<file path="config.mk">
export PLATFORM = sky130hd
export DESIGN_NAME = ilk_rx_top
export DESIGN_NICKNAME = d
export VERILOG_FILES = /design/src/rtl/ilk_rx_pkg.sv /design/src/rtl/ilk_rx_top.sv /design/src/rtl/avl_rx_stats.sv /design/src/rtl/ilk_to_avalon_adapter.sv /design/src/rtl/ilk_burst_decoder.sv
export SDC_FILE = /design/constraint.sdc
export NUM_CORES = 1
export LEC_CHECK = 0
export BUFFER_PORTS_ARGS = -buffer_cell sky130_fd_sc_hd__clkbuf_2
export CAP_MARGIN = 10
export CORE_UTILIZATION = 49
export CTS_CLUSTER_DIAMETER = 40
export CTS_CLUSTER_SIZE = 28
export DETAILED_ROUTE_END_ITERATION = 6
export PLACE_DENSITY = 0.7
export SLEW_MARGIN = 25
export SYNTH_ARGS = -nofsm -noshare
export SYNTH_HDL_FRONTEND = slang
export SYNTH_SLANG_ARGS = --single-unit
export TNS_END_PERCENT = 10
</file>
<file path="constraint.sdc">
create_clock -name clk -period 2.3 [get_ports clk]
set_input_delay 0.115 -clock clk [delete_from_list [all_inputs] [get_ports clk]]
set_output_delay 0.115 -clock clk [all_outputs]
set_load 0.005 [all_outputs]
</file>
<file path="src/rtl/ilk_rx_pkg.sv">
/*
 * Interlaken receive package
 * word and control-word views, lane slot, beat bundles
 * and the eop code points shared by the rx path
 */
package ilk_rx_pkg;

   localparam int ILK_LANES   = 2;    // words per clock, fixed
   localparam int ILK_WORD_W  = 64;
   localparam int BEAT_W      = ILK_LANES * ILK_WORD_W;

   localparam logic [3:0] BYTES_PER_WORD = 4'd8;

   // eop code points, carried in control word eopbits
   localparam logic [3:0] EOP_NONE       = 4'b0000;  // packet continues
   localparam logic [3:0] EOP_ERR        = 4'b0001;  // eop with error
   localparam logic [3:0] EOP_BYTES_BASE = 4'b1000;  // 1xxx, xxx = bytes in last word (0 -> 8)

   // control word layout, msb first
   typedef struct packed {
      logic        burst;       // burst/idle type flag
      logic        sop;         // next data starts a packet
      logic [3:0]  eopbits;     // closes the previous burst
      logic [1:0]  rsvd_a;
      logic [7:0]  channel;     // decoded but unused here
      logic [23:0] rsvd_b;
      logic [23:0] crc24;       // not checked in this core
   } ilk_ctl_t;

   // one 64-bit word, read as data or as control depending on the framing flag
   typedef union packed {
      logic [ILK_WORD_W-1:0] raw;
      ilk_ctl_t              ctl;
   } ilk_word_u;

   // one word slot of the incoming group
   typedef struct packed {
      logic      valid;
      logic      ctl;           // framing flag, 1 = control word
      ilk_word_u word;
   } ilk_lane_t;

   // decoder output, interlaken side of the adapter
   typedef struct packed {
      logic              valid;
      logic              sop;
      logic [1:0]        num_valid;   // 1 or 2 words
      logic [3:0]        eopbits;
      logic [BEAT_W-1:0] data;        // first word in upper half
   } ilk_beat_t;

   // avalon-st beat
   typedef struct packed {
      logic              valid;
      logic              sop;
      logic              eop;
      logic              error;
      logic [3:0]        empty;       // unused bytes in the beat
      logic [BEAT_W-1:0] data;
   } avl_beat_t;

endpackage
</file>
<file path="src/rtl/ilk_rx_top.sv">
`timescale 1ns/1ps
/*
 * Interlaken receive boundary, top level
 * burst decoder -> avalon adapter -> statistics
 */
module ilk_rx_top
   import ilk_rx_pkg::*;
#(
   parameter int CNT_W = 16   // statistics counter width
) (
   input  logic             clk,
   input  logic             arst_n,
   input  ilk_lane_t        lanes [ILK_LANES],   // slot 0 arrives first
   output avl_beat_t        avl_out,
   output logic [CNT_W-1:0] pkt_count,
   output logic [CNT_W-1:0] err_count,
   output logic [CNT_W-1:0] beat_count
);

   ilk_beat_t dec_beat;   // held beat with its eop status

   ilk_burst_decoder u_decoder (
      .clk    (clk),
      .arst_n (arst_n),
      .lanes  (lanes),
      .beat   (dec_beat)
   );

   // registered, adds one cycle
   ilk_to_avalon_adapter u_adapter (
      .clk    (clk),
      .arst_n (arst_n),
      .ilk    (dec_beat),
      .avl    (avl_out)
   );

   avl_rx_stats #(
      .CNT_W (CNT_W)
   ) u_stats (
      .clk        (clk),
      .arst_n     (arst_n),
      .avl        (avl_out),
      .pkt_count  (pkt_count),
      .err_count  (err_count),
      .beat_count (beat_count)
   );

endmodule

</file>
<file path="src/rtl/avl_rx_stats.sv">
`timescale 1ns/1ps
/*
 * Avalon-ST receive statistics
 * saturating counters for good packets, error packets and beats
 */
module avl_rx_stats
   import ilk_rx_pkg::*;
#(
   parameter int CNT_W = 16
) (
   input  logic             clk,
   input  logic             arst_n,
   input  avl_beat_t        avl,
   output logic [CNT_W-1:0] pkt_count,
   output logic [CNT_W-1:0] err_count,
   output logic [CNT_W-1:0] beat_count
);

   logic good_eop;   // packet closed cleanly
   logic bad_eop;    // packet closed with error

   // hold at all ones
   function automatic logic [CNT_W-1:0] sat_inc(input logic [CNT_W-1:0] v);
      return (&v) ? v : v + CNT_W'(1);
   endfunction

   assign good_eop = avl.valid & avl.eop & ~avl.error;
   assign bad_eop  = avl.valid & avl.eop & avl.error;

   always_ff @(posedge clk or negedge arst_n) begin
      if (!arst_n) begin
         pkt_count  <= '0;
         err_count  <= '0;
         beat_count <= '0;
      end else begin
         if (avl.valid) begin
            beat_count <= sat_inc(beat_count);
         end
         if (good_eop) begin
            pkt_count <= sat_inc(pkt_count);
         end
         if (bad_eop) begin
            err_count <= sat_inc(err_count);
         end
      end
   end

endmodule

</file>
<file path="src/rtl/ilk_to_avalon_adapter.sv">
`timescale 1ns/1ps
/*
 * Interlaken to Avalon-ST adapter
 * maps word count and eop code to avalon eop, error and empty,
 * registered once on the way out
 */
module ilk_to_avalon_adapter
   import ilk_rx_pkg::*;
(
   input  logic      clk,
   input  logic      arst_n,
   input  ilk_beat_t ilk,
   output avl_beat_t avl
);

   logic              in_ok;        // valid with 1 or 2 words
   logic              one_word;
   logic [3:0]        byte_cnt;     // valid bytes in last word, 1..8
   logic [3:0]        empty_two;    // empty for a two-word beat

   logic              nxt_valid;
   logic              nxt_sop;
   logic              nxt_eop;
   logic              nxt_error;
   logic [3:0]        nxt_empty;

   logic              q_valid;
   logic              q_sop;
   logic              q_eop;
   logic              q_error;
   logic [3:0]        q_empty;
   logic [BEAT_W-1:0] q_data;

   assign in_ok    = ilk.valid & ((ilk.num_valid == 2'd1) | (ilk.num_valid == 2'd2));
   assign one_word = (ilk.num_valid == 2'd1);

   // code 1000 means a full last word
   assign byte_cnt  = (ilk.eopbits[2:0] == 3'd0) ? BYTES_PER_WORD : {1'b0, ilk.eopbits[2:0]};
   assign empty_two = BYTES_PER_WORD - byte_cnt;

   always_comb begin
      nxt_valid = 1'b0;
      nxt_sop   = 1'b0;
      nxt_eop   = 1'b0;
      nxt_error = 1'b0;
      nxt_empty = 4'd0;
      if (in_ok) begin
         nxt_valid = 1'b1;
         nxt_sop   = ilk.sop;
         case (ilk.eopbits)
            EOP_NONE: begin
               // mid packet, a one-word beat leaves the lower word empty
               nxt_empty = one_word ? BYTES_PER_WORD : 4'd0;
            end
            EOP_ERR: begin
               nxt_eop   = 1'b1;
               nxt_error = 1'b1;
            end
            default: begin
               nxt_eop = 1'b1;
               if ((ilk.eopbits & EOP_BYTES_BASE) == EOP_BYTES_BASE) begin
                  nxt_empty = one_word ? empty_two + BYTES_PER_WORD : empty_two;
               end else begin
                  nxt_error = 1'b1;             // undefined code, treat as error
               end
            end
         endcase
      end
   end

   always_ff @(posedge clk or negedge arst_n) begin
      if (!arst_n) begin
         q_valid <= 1'b0;
         q_sop   <= 1'b0;
         q_eop   <= 1'b0;
         q_error <= 1'b0;
         q_empty <= 4'd0;
      end else begin
         q_valid <= nxt_valid;
         q_sop   <= nxt_sop;
         q_eop   <= nxt_eop;
         q_error <= nxt_error;
         q_empty <= nxt_empty;
      end
   end

   always_ff @(posedge clk) begin
      q_data <= ilk.data;   // data passes straight through
   end

   always_comb begin
      avl.valid = q_valid;
      avl.sop   = q_sop;
      avl.eop   = q_eop;
      avl.error = q_error;
      avl.empty = q_empty;
      avl.data  = q_data;
   end

endmodule

</file>
<file path="src/rtl/ilk_burst_decoder.sv">
`timescale 1ns/1ps
/*
 * Interlaken burst decoder
 * splits control from data words, aligns data to the upper half
 * and holds each beat until the next group tells whether it ends a packet
 */
module ilk_burst_decoder
   import ilk_rx_pkg::*;
(
   input  logic      clk,
   input  logic      arst_n,
   input  ilk_lane_t lanes [ILK_LANES],
   output ilk_beat_t beat
);

   // group classification
   ilk_ctl_t          ctl0;          // control view of slot 0
   logic              is_ctl0;
   logic              is_data0;
   logic              is_data1;
   logic              release_grp;   // any valid slot 0 releases the held beat

   // beat formed from the current group
   logic              grp_sop;
   logic [1:0]        grp_num;
   logic [BEAT_W-1:0] grp_data;
   logic [3:0]        rel_eopbits;

   // held beat, waiting for its eop status
   logic              held_valid;
   logic              held_sop;
   logic [1:0]        held_num;
   logic [BEAT_W-1:0] held_data;
   logic              sop_pending;   // sop seen with no data in its group

   // output register
   logic              out_valid;
   logic              out_sop;
   logic [1:0]        out_num;
   logic [3:0]        out_eopbits;
   logic [BEAT_W-1:0] out_data;

   assign ctl0     = lanes[0].word.ctl;
   assign is_ctl0  = lanes[0].valid & lanes[0].ctl;
   assign is_data0 = lanes[0].valid & ~lanes[0].ctl;
   assign is_data1 = lanes[1].valid & ~lanes[1].ctl;   // ctl never legal in slot 1

   assign release_grp = lanes[0].valid;

   assign grp_num = {1'b0, is_data0} + {1'b0, is_data1};
   assign grp_sop = sop_pending | (is_ctl0 & ctl0.sop);

   // eop status handed to the beat being released
   assign rel_eopbits = is_ctl0 ? ctl0.eopbits : EOP_NONE;

   always_comb begin
      grp_data = '0;
      if (is_data0) begin
         grp_data[BEAT_W-1 -: ILK_WORD_W] = lanes[0].word.raw;
         if (is_data1) begin
            grp_data[ILK_WORD_W-1:0] = lanes[1].word.raw;
         end
      end else if (is_data1) begin
         // slot 0 was control, shift data up
         grp_data[BEAT_W-1 -: ILK_WORD_W] = lanes[1].word.raw;
      end
   end

   // sop carried over when the sop control word had no data behind it
   always_ff @(posedge clk or negedge arst_n) begin
      if (!arst_n) begin
         sop_pending <= 1'b0;
      end else if (grp_num != 2'd0) begin
         sop_pending <= 1'b0;                  // consumed by this group
      end else if (is_ctl0 && ctl0.sop) begin
         sop_pending <= 1'b1;
      end
   end

   always_ff @(posedge clk or negedge arst_n) begin
      if (!arst_n) begin
         held_valid <= 1'b0;
      end else if (release_grp) begin
         held_valid <= (grp_num != 2'd0);      // old beat leaves, new one takes its place
      end
   end

   always_ff @(posedge clk) begin
      if (release_grp) begin
         held_sop  <= grp_sop;
         held_num  <= grp_num;
         held_data <= grp_data;
      end
   end

   // released beat, one clock after the releasing group
   always_ff @(posedge clk or negedge arst_n) begin
      if (!arst_n) begin
         out_valid   <= 1'b0;
         out_sop     <= 1'b0;
         out_num     <= 2'd0;
         out_eopbits <= EOP_NONE;
      end else begin
         out_valid <= release_grp & held_valid;
         if (release_grp) begin
            out_sop     <= held_sop;
            out_num     <= held_num;
            out_eopbits <= rel_eopbits;   // eop of a lone control word with nothing held is dropped
         end
      end
   end

   always_ff @(posedge clk) begin
      if (release_grp) begin
         out_data <= held_data;
      end
   end

   always_comb begin
      beat.valid     = out_valid;
      beat.sop       = out_sop;
      beat.num_valid = out_num;
      beat.eopbits   = out_eopbits;
      beat.data      = out_data;
   end

endmodule

</file>
# Yosys cells after proc, flatten, opt, wreduce, memory -nomap -nowiden
# Cells that the tools add are included.
totals:
  in_bits: 134
  regBits: 453
  output_inout_bits: 184
  word_cells: 75
op_classes:
  add_sub_neg: 6
  n_reduce_logical: 11
  muxes: 18
  bitwise: 17
  eq_ne: 3
op_table:
  columns: ["cell", "count"]
  rows:
  - ["$mux W64", 2]
  - ["$add A16 B1 Y16 const B", 3]
  - ["$reduce_and A16 Y1", 3]
  - ["$mux W4", 6]
  - ["$and A1 B1 Y1", 9]
  - ["$mux W1", 8]
  - ["$pmux W4 S2", 1]
  - ["$not A1 Y1", 6]
  - ["$reduce_and A2 Y1", 3]
  - ["$add A4 B4 Y4 const B", 1]
  - ["$eq A4 B1 Y1 const B", 1]
  - ["$logic_not A4 Y1", 1]
  - ["$reduce_bool A2 Y1", 2]
  - ["$sub A4 B4 Y4 const A", 1]
  - ["$logic_not A3 Y1", 1]
  - ["$add A1 B1 Y2", 1]
  - ["$eq A2 B1 Y1 const B", 1]
  - ["$eq A2 B2 Y1 const B", 1]
  - ["$or A1 B1 Y1", 2]
  - ["$pmux W1 S2", 1]
  - ["$logic_and A1 B1 Y1", 1]

# Logic depth before layout (Yosys ltp)
# Gate-level depths: netlist of run 1.
depth:
  word_depth: 8
  mapped_depth: 6
  mapped_depth_nobuf: 5

# Cells and area by module
# A second synthesis of run 1 with hierarchy kept.
unflattened:
  cells_unflattened: 841
  area_unflattened_um2: 14845.5
modules_own_cells:
  columns: ["mod", "cells_per_inst", "area_per_inst_um2", "instances"]
  rows:
  - ["ilk_burst_decoder", 461, 9471.6, 1]
  - ["ilk_to_avalon_adapter", 157, 2926.6, 1]
  - ["avl_rx_stats", 223, 2447.3, 1]

# Worst setup path before layout of run 1
# No wires, ideal clock.
synth_timing:
  path_kind: "register to register"
  startpoint: "reg u_stats.beat_count[9]"
  endpoint: "reg u_stats.beat_count[1]"
  stages_incl_launch_ff: 6
  path_slack_ns: 0.540
  arrival_ns: 1.632
  synth_period_minus_slack_ns: 1.760
  t_required_ns: 2.172
  cell_sequence: "dfrtp_1 > nand4_2 > or4_1 > buf_6 > nand2_4 > mux2_1"
synth_via:
  elab_chain_len: 3
synth_lines:
  columns: ["element", "line", "rtl"]
  rows:
  - ["start, declared", "avl_rx_stats.sv:16", "output logic [CNT_W-1:0] beat_count"]
  - ["start signal, assigned", "avl_rx_stats.sv:37", "beat_count <= sat_inc(beat_count);"]
  - ["$reduce_and A16 Y1", "avl_rx_stats.sv:24", "return (&v) ? v : v + CNT_W'(1);"]
  - ["$not A1 Y1 (no line)", null, null]
  - ["$reduce_and A2 Y1 (no line)", null, null]
# Every way passes these cells.
# A chain may end at the register's enable or synchronous reset.

# Worst setup path in the final report of run 1
# Ends and elaborated chain as after synthesis.

==> qor.yml, run 1 <==
fp-row-count: 62
p_sw_share_pct: 23.02
yosysWarnings: 0
holdWs_ps: 41.41
critPathMaxFanout: 10
worst_slew_pin_slew_ps: 853.1
final_common_cell: "clkbuf_2"
cts.path.max_buffers: 3
die_x_um: 174.6
maxCapViolCount: 0
setup_tns_ps: 0
path_cells: "nand4_2 > or4_1 > nand2_4 > mux2_1"
ys_seq_elements: 453
synth_edf_count: 259
synthArstFlopShare_pct: 14.57
crit_family: "simple AND/OR/NAND/NOR gates"
slowest_delay_ps: 750
min_period_ps: 2002
syn-instance-count: 836
rrSetupSlack_ps: 300
boundaryPins: 318
ant_nets: 0
ys_seq_area_share_pct: 82.13
cts-root-buf: "clkbuf_16"
slew_headroom_pct: 43.12
rsz0062_at_grt: "false"
cts_tree: "yes"
dr.pass1.iters: 5
dp_hpwl_mm: 18.32
cts.sinks: 453
p_switching_mw: 4.183
design_area_mm2: 0.02014
drc_errors: 0
grt_antenna_before_repair: 2
hold_class: "in -> async"
finalNetCount: 1506
fmax_mhz: 499.5
cts_made_buffers: 48
pwr-share-comb_pct: 6.3
grt_start_max_net_pins: 153
die_h_um: 174.6
grt_use_total_pct: 21.17
finalSetupViolCount: 0
p_leak_nw: 8.770
floorplan.initialDensity_pct: 50.32
hold_violations: 0
layout-drive-gt1-share_pct: 30.81
dieArea_mm2: 0.03049
cts_setup_buffers: 0
overflow: 0
required_ps: 2710
vias: 9119
crit_buf_inv: 0
seq_power_share_pct: 51.7
gp_congestion: 0.8811
drt_iter0_drc: 800
yosysUniqueCellTypes: 50
status: "finished clean"
cp-start-kind: "register"
final_cell_mix: "clkbuf_2, edfxtp_1, dlygate4sd3_1"
syn_area_per_cell_um2: 17.46
area_growth_pct: 37.91
pwr-share-clk_pct: 42.0
synth.cell_area_mm2: 0.01460
clock_latency_ps: 530
synth_nets: 978
cp_slowest_cell: "or4_1"
routed_wl_mm: 32.52
cts_resized: 0
skew_ps: 12.15
grt_pass1_vias: 9239
htree_levels: 2
cp.arrival_ps: 2410
irDropWorstVdd_mv: 0.5455
place_area_mm2: 0.01663
criticalPathCategory: "reg -> reg"
viasPerCell: 5.100
endpoint_kind: "register"
internal_power_mw: 13.99
synth_flop_cell: "edfxtp_1"
slew_violations: 0
clk_pin_slew_ps: 60
grt_pass1_wl_mm: 49.87
core_area_mm2: 0.02901
io_buffers: 317
post-route-period-util_pct: 87.05
power.density_mw_per_mm2: 902.6
wl_per_cell_um: 18.19
[routing by layer]
layer  vias up  GRT usage, %  routed length (um)
li1       4223             -                   -
met1      4467         25.41               12540
met2       346         36.97               16630
met3        83         4.678                2067
met4         0         8.768                1279
met5         -             0                   0
[Yosys cell counts (2+ instances only)]
master      n  area, um^2
and2_1      4       25.02
nand4_2     2       25.02
dfrtp_1    66        1652
ha_1        8       100.1
or4_1       3       22.52
edfxtp_1  259        7777
nor3_1     13       65.06
nand2_1    21       78.83
inv_1      11       41.29
mux2_1      4       45.04
nor3b_1     2       15.01
nor4_1      8       50.05
a22o_1     64       560.5
a41oi_1     2       17.52
mux2_2      7       78.83
xnor2_1    10       87.58
o21a_1      2       15.01
buf_2       8       40.04
buf_4       5       37.54
a21oi_1     8       40.04
xor2_1     23       201.4
nand3_1    25       125.1
nand4_1    14       87.58
or3_1       4       25.02
o21ai_0    12       60.06
nor2_1      9       33.78
buf_1       3       11.26
dfxtp_1   128        2562
and3_1     68       425.4
nand2b_1    5       31.28
clkbuf_1   19       71.32
[area by class of cell]
class | count | area, um^2
antenna | 2 | 5.005
clock buffer | 54 | 1286
clock inverter | 34 | 329.1
fill | 1936 | 8877
inverter | 11 | 43.79
multi-input combinational | 336 | 2404
sequential | 453 | 11990
tap | 384 | 480.5
timing repair buffer | 514 | 3596
[logic make-up after synthesis]
| kind of cell | after synthesis | synth area share [%] |
|---|---|---|
| DFF | 453 | 82.13 |
| and+or+nand+nor | 192 | 7.927 |
| AOI/OAI and AO/OA | 91 | 4.902 |
| buffers and inverters | 47 | 1.457 |
| xor gates and xnor gates | 33 | 1.980 |
| muxes | 12 | 0.9170 |
| adders and majority gates | 8 | 0.6856 |
[flip-flops by register name, indices dropped and copies added, names as in the netlist, 2 cells and up]
name	count
u_stats.pkt_count	16
u_adapter.q_data	128
u_decoder.held_num	2
u_stats.beat_count	16
u_decoder.out_num	2
u_decoder.out_data	128
u_adapter.q_empty	4
u_decoder.held_data	128
u_decoder.out_eopbits	4
u_stats.err_count	16
[metrics by stage]
| stage | utilization [%] | instances | worst slack [ps] | power [mW] |
|---|---|---|---|---|
| after global routing | 69.40 | 1788 | 168.1 | 18.83 |
| after floorplan | - | 836 | 540.5 | 9.788 |
| after detailed placement | 57.33 | 1510 | 319.0 | 10.41 |
| after CTS | 69.38 | 1786 | 290.7 | 18.30 |
| after global placement | 57.33 | 1510 | 359.0 | 10.36 |
| final | 69.40 | 1788 | 298.0 | 18.17 |
[repair_timing]
action                     4_1_cts  5_1_grt
hold buffers                   188        0
hold endpoints to repair       200        0
setup endpoints to repair        0        0
[power by group through the flow]
stage	logic (mW)	clock network, mW	registers [mW]
floorplan	0.268	0	9.52
global placement	0.844	0	9.52
detailed placement	0.862	0	9.55
CTS	1.14	7.78	9.39
global route	1.25	8.14	9.44
finish	1.15	7.63	9.39
[final timing paths]
kind,from,end,cells after the start
max,u_stats.beat_count[9],u_stats.beat_count[1],4
min,arst_n,u_stats.err_count[1],2
max reg2reg,u_stats.beat_count[9],u_stats.beat_count[1],4
min reg2reg,u_decoder.out_data[69],u_adapter.q_data[69],0
max in group asynchronous,arst_n,u_stats.err_count[2],3
min in group clk,lanes[130],u_decoder.sop_pending,3
Power figures use the tool's default switching activity.
==> run 2, diff against run 1 <==
- BUFFER_PORTS_ARGS: -buffer_cell sky130_fd_sc_hd__clkbuf_2 -> -buffer_cell sky130_fd_sc_hd__buf_4
- clock period: 2.3 -> 1.9 ns (I/O delays scaled with it)
==> run 2 against run 1 <==
Sequential power grew 20%; wire length grew 4.2%; via count shrank 0.16%; highest routed layer unchanged; die area is the same; largest cell class unchanged; worst hold slack gained 35 ps; utilization grew 3.3 points.
==> qor.yml, run 2 (synthesis gave the netlist of run 1 again) <==
finalSetupViolCount: 0  # unchanged
worst_slew_pin_slew_ps: 848.1  # -5.027 ps
seq_power_share_pct: 50.2  # -1.5 points
hold_violations: 0  # unchanged
min_period_ps: 1763
grt_pass1_wl_mm: 52.10  # +4.5%
vias: 9104  # -0.16%
internal_power_mw: 17.75  # +27%
slowest_delay_ps: 570  # -180 ps
io_buffers: 317  # unchanged
hold_class: "in -> reg"
crit_cells: 6  # +2
final_common_cell: "buf_4"
critPathMaxFanout: 43  # +33
pwr-share-comb_pct: 7.5  # +1.2 points
p_leak_nw: 9.075  # +3.5%
pre_cts_ws_ps: 94.40  # -224.6 ps
ant_nets: 0  # unchanged
irDropWorstVdd_mv: 0.7997  # +47%
fin_util_pct: 72.66  # +3.3 points
crit_family: "buffers and inverters"
cts-root-buf: "clkbuf_16"
floorplan.initialDensity_pct: 50.32  # unchanged
wl_per_cell_um: 18.80  # +3.4%
viasPerCell: 5.049  # -1.0%
power.density_mw_per_mm2: 1071  # +19%
cts_made_buffers: 48  # unchanged
slew_headroom_pct: 43.46  # +0.34 points
crit_path_end: "u_decoder.held_data[108]"
largestRegisters: "u_adapter.q_data x128, u_decoder.held_data x128, u_decoder.out_data x128"
holdWs_ps: 76.10  # +34.69 ps
rrSetupSlack_ps: 160  # -140 ps
grt_antenna_before_repair: 4  # +2
dp_hpwl_mm: 19.38  # +5.7%
criticalPathCategory: "in -> reg"
routed_wl_mm: 33.89  # +4.2%
cts.sinks: 453  # unchanged
worst_slack_ps: 137.1  # -160.8 ps
clock_latency_ps: 530  # about the same
maxCapViolCount: 0  # unchanged
dr.pass1.iters: 5  # unchanged
cp-start-kind: "input pin"
pwr-share-clk_pct: 42.3  # +0.3 points
cp.arrival_ps: 2160  # -250 ps
skew_ps: 11.42  # -0.7267 ps
drt_iter0_drc: 673  # -16%
clk_pin_slew_ps: 60  # about the same
path_cells: "buf_4 > nand2b_1 > nor2_4 > buf_12 > a22o_1 > dlygate4sd3_1"
fmax_mhz: 567.3
cts_setup_buffers: 0  # unchanged
setup_tns_ps: 0  # unchanged
grt_pass1_vias: 9419  # +1.9%
fp-row-count: 62  # unchanged
dp_cells: 1529  # +1.3%
gp_congestion: 0.8529  # -3.2%
boundaryPins: 318  # unchanged
die_x_um: 174.6  # unchanged
rsz0062_at_grt: "false"
dieArea_mm2: 0.03049  # unchanged
cp_slowest_cell: "nor2_4"
crit_buf_inv: 3  # +3
core_area_mm2: 0.02901  # unchanged
status: "finished clean"
cts_tree: "yes"
post-route-period-util_pct: 92.78
cp-startpoint: "lanes[64]"
area_growth_pct: 44.38
required_ps: 2300  # -410 ps
grt_start_max_net_pins: 84  # -45%
rr_worst_depth: 4  # unchanged
instances_no_fill: 1803  # +0.84%
overflow: 0  # unchanged
p_switching_mw: 4.834  # +16%
endpoint_kind: "register"
drc_errors: 0  # unchanged
r2r-end: "u_stats.err_count[15]"
p_sw_share_pct: 21.40  # -1.6 points
fill_cells: 1789  # -7.6%
cts.path.max_buffers: 3  # unchanged
slew_violations: 0  # unchanged
grt_use_total_pct: 22.13  # +0.95 points
r2r-start: "u_adapter.q_valid"
finalNetCount: 1517  # +0.73%
final_cell_mix: "buf_4, edfxtp_1, dlygate4sd3_1"
die_h_um: 174.6  # unchanged
layout-drive-gt1-share_pct: 31.73  # +0.92 points
htree_levels: 2  # unchanged
run 2: worst min-delay path: stages:
cell	delay [ps]
buf_8	110
nand2b_1	130
ha_1	160
run 2: metal layers:
layer,track usage [%],vias to the layer above,part of all wire (%)
met5,0,-,0
met4,8.261,0,3.2
met3,5.396,69,7.1
met2,38.20,345,51
met1,26.94,4444,39
li1,-,4246,-
run 2: final cells by class:
class | count | area (um^2) | area share [%]
diodes | 4 | 10.01 | 0.04748
clock buffers | 63 | 1351 | 6.410
clock inverters | 27 | 327.8 | 1.555
inverters | 11 | 43.79 | 0.2077
multi-input cells | 336 | 2414 | 11.45
flip-flops and latches | 453 | 11990 | 56.89
well taps | 384 | 480.5 | 2.279
repair buffers | 525 | 4462 | 21.17
run 2: stage by stage:
stage / instance area (um^2) / power (mW)
after floorplan: 14600 / 11.85
after global placement: 17580 / 12.82
after detailed placement: 17580 / 12.89
after CTS: 21060 / 22.72
after global routing: 21080 / 23.36
final: 21080 / 22.58
run 2: power groups by stage:
stage | combinational (mW) | clock, mW | sequential [mW]
6_report | 1.70 | 9.55 | 11.3
5_1_grt | 1.82 | 10.1 | 11.4
4_1_cts | 1.69 | 9.70 | 11.3
3_5_place_dp | 1.36 | 0 | 11.5
3_3_place_gp | 1.34 | 0 | 11.5
2_1_floorplan | 0.325 | 0 | 11.5
run 2: how the worst min path moves through the flow:
stage               startpoint                      to  depth (start not counted)
floorplan               arst_n    u_adapter.q_empty[0]                          0
global placement        arst_n  u_stats.beat_count[10]                          1
detailed placement      arst_n   u_stats.beat_count[8]                          1
CTS                 lanes[131]   u_decoder.held_num[0]                          3
global route        lanes[131]   u_decoder.held_num[0]                          3
finish              lanes[131]   u_decoder.held_num[0]                          3
run 2: repair_timing:
item                       in CTS  in global routing
gates resized for setup         0                  2
hold endpoints to repair      200                  0
hold buffers                  180                  0
setup endpoints to repair       0                  5
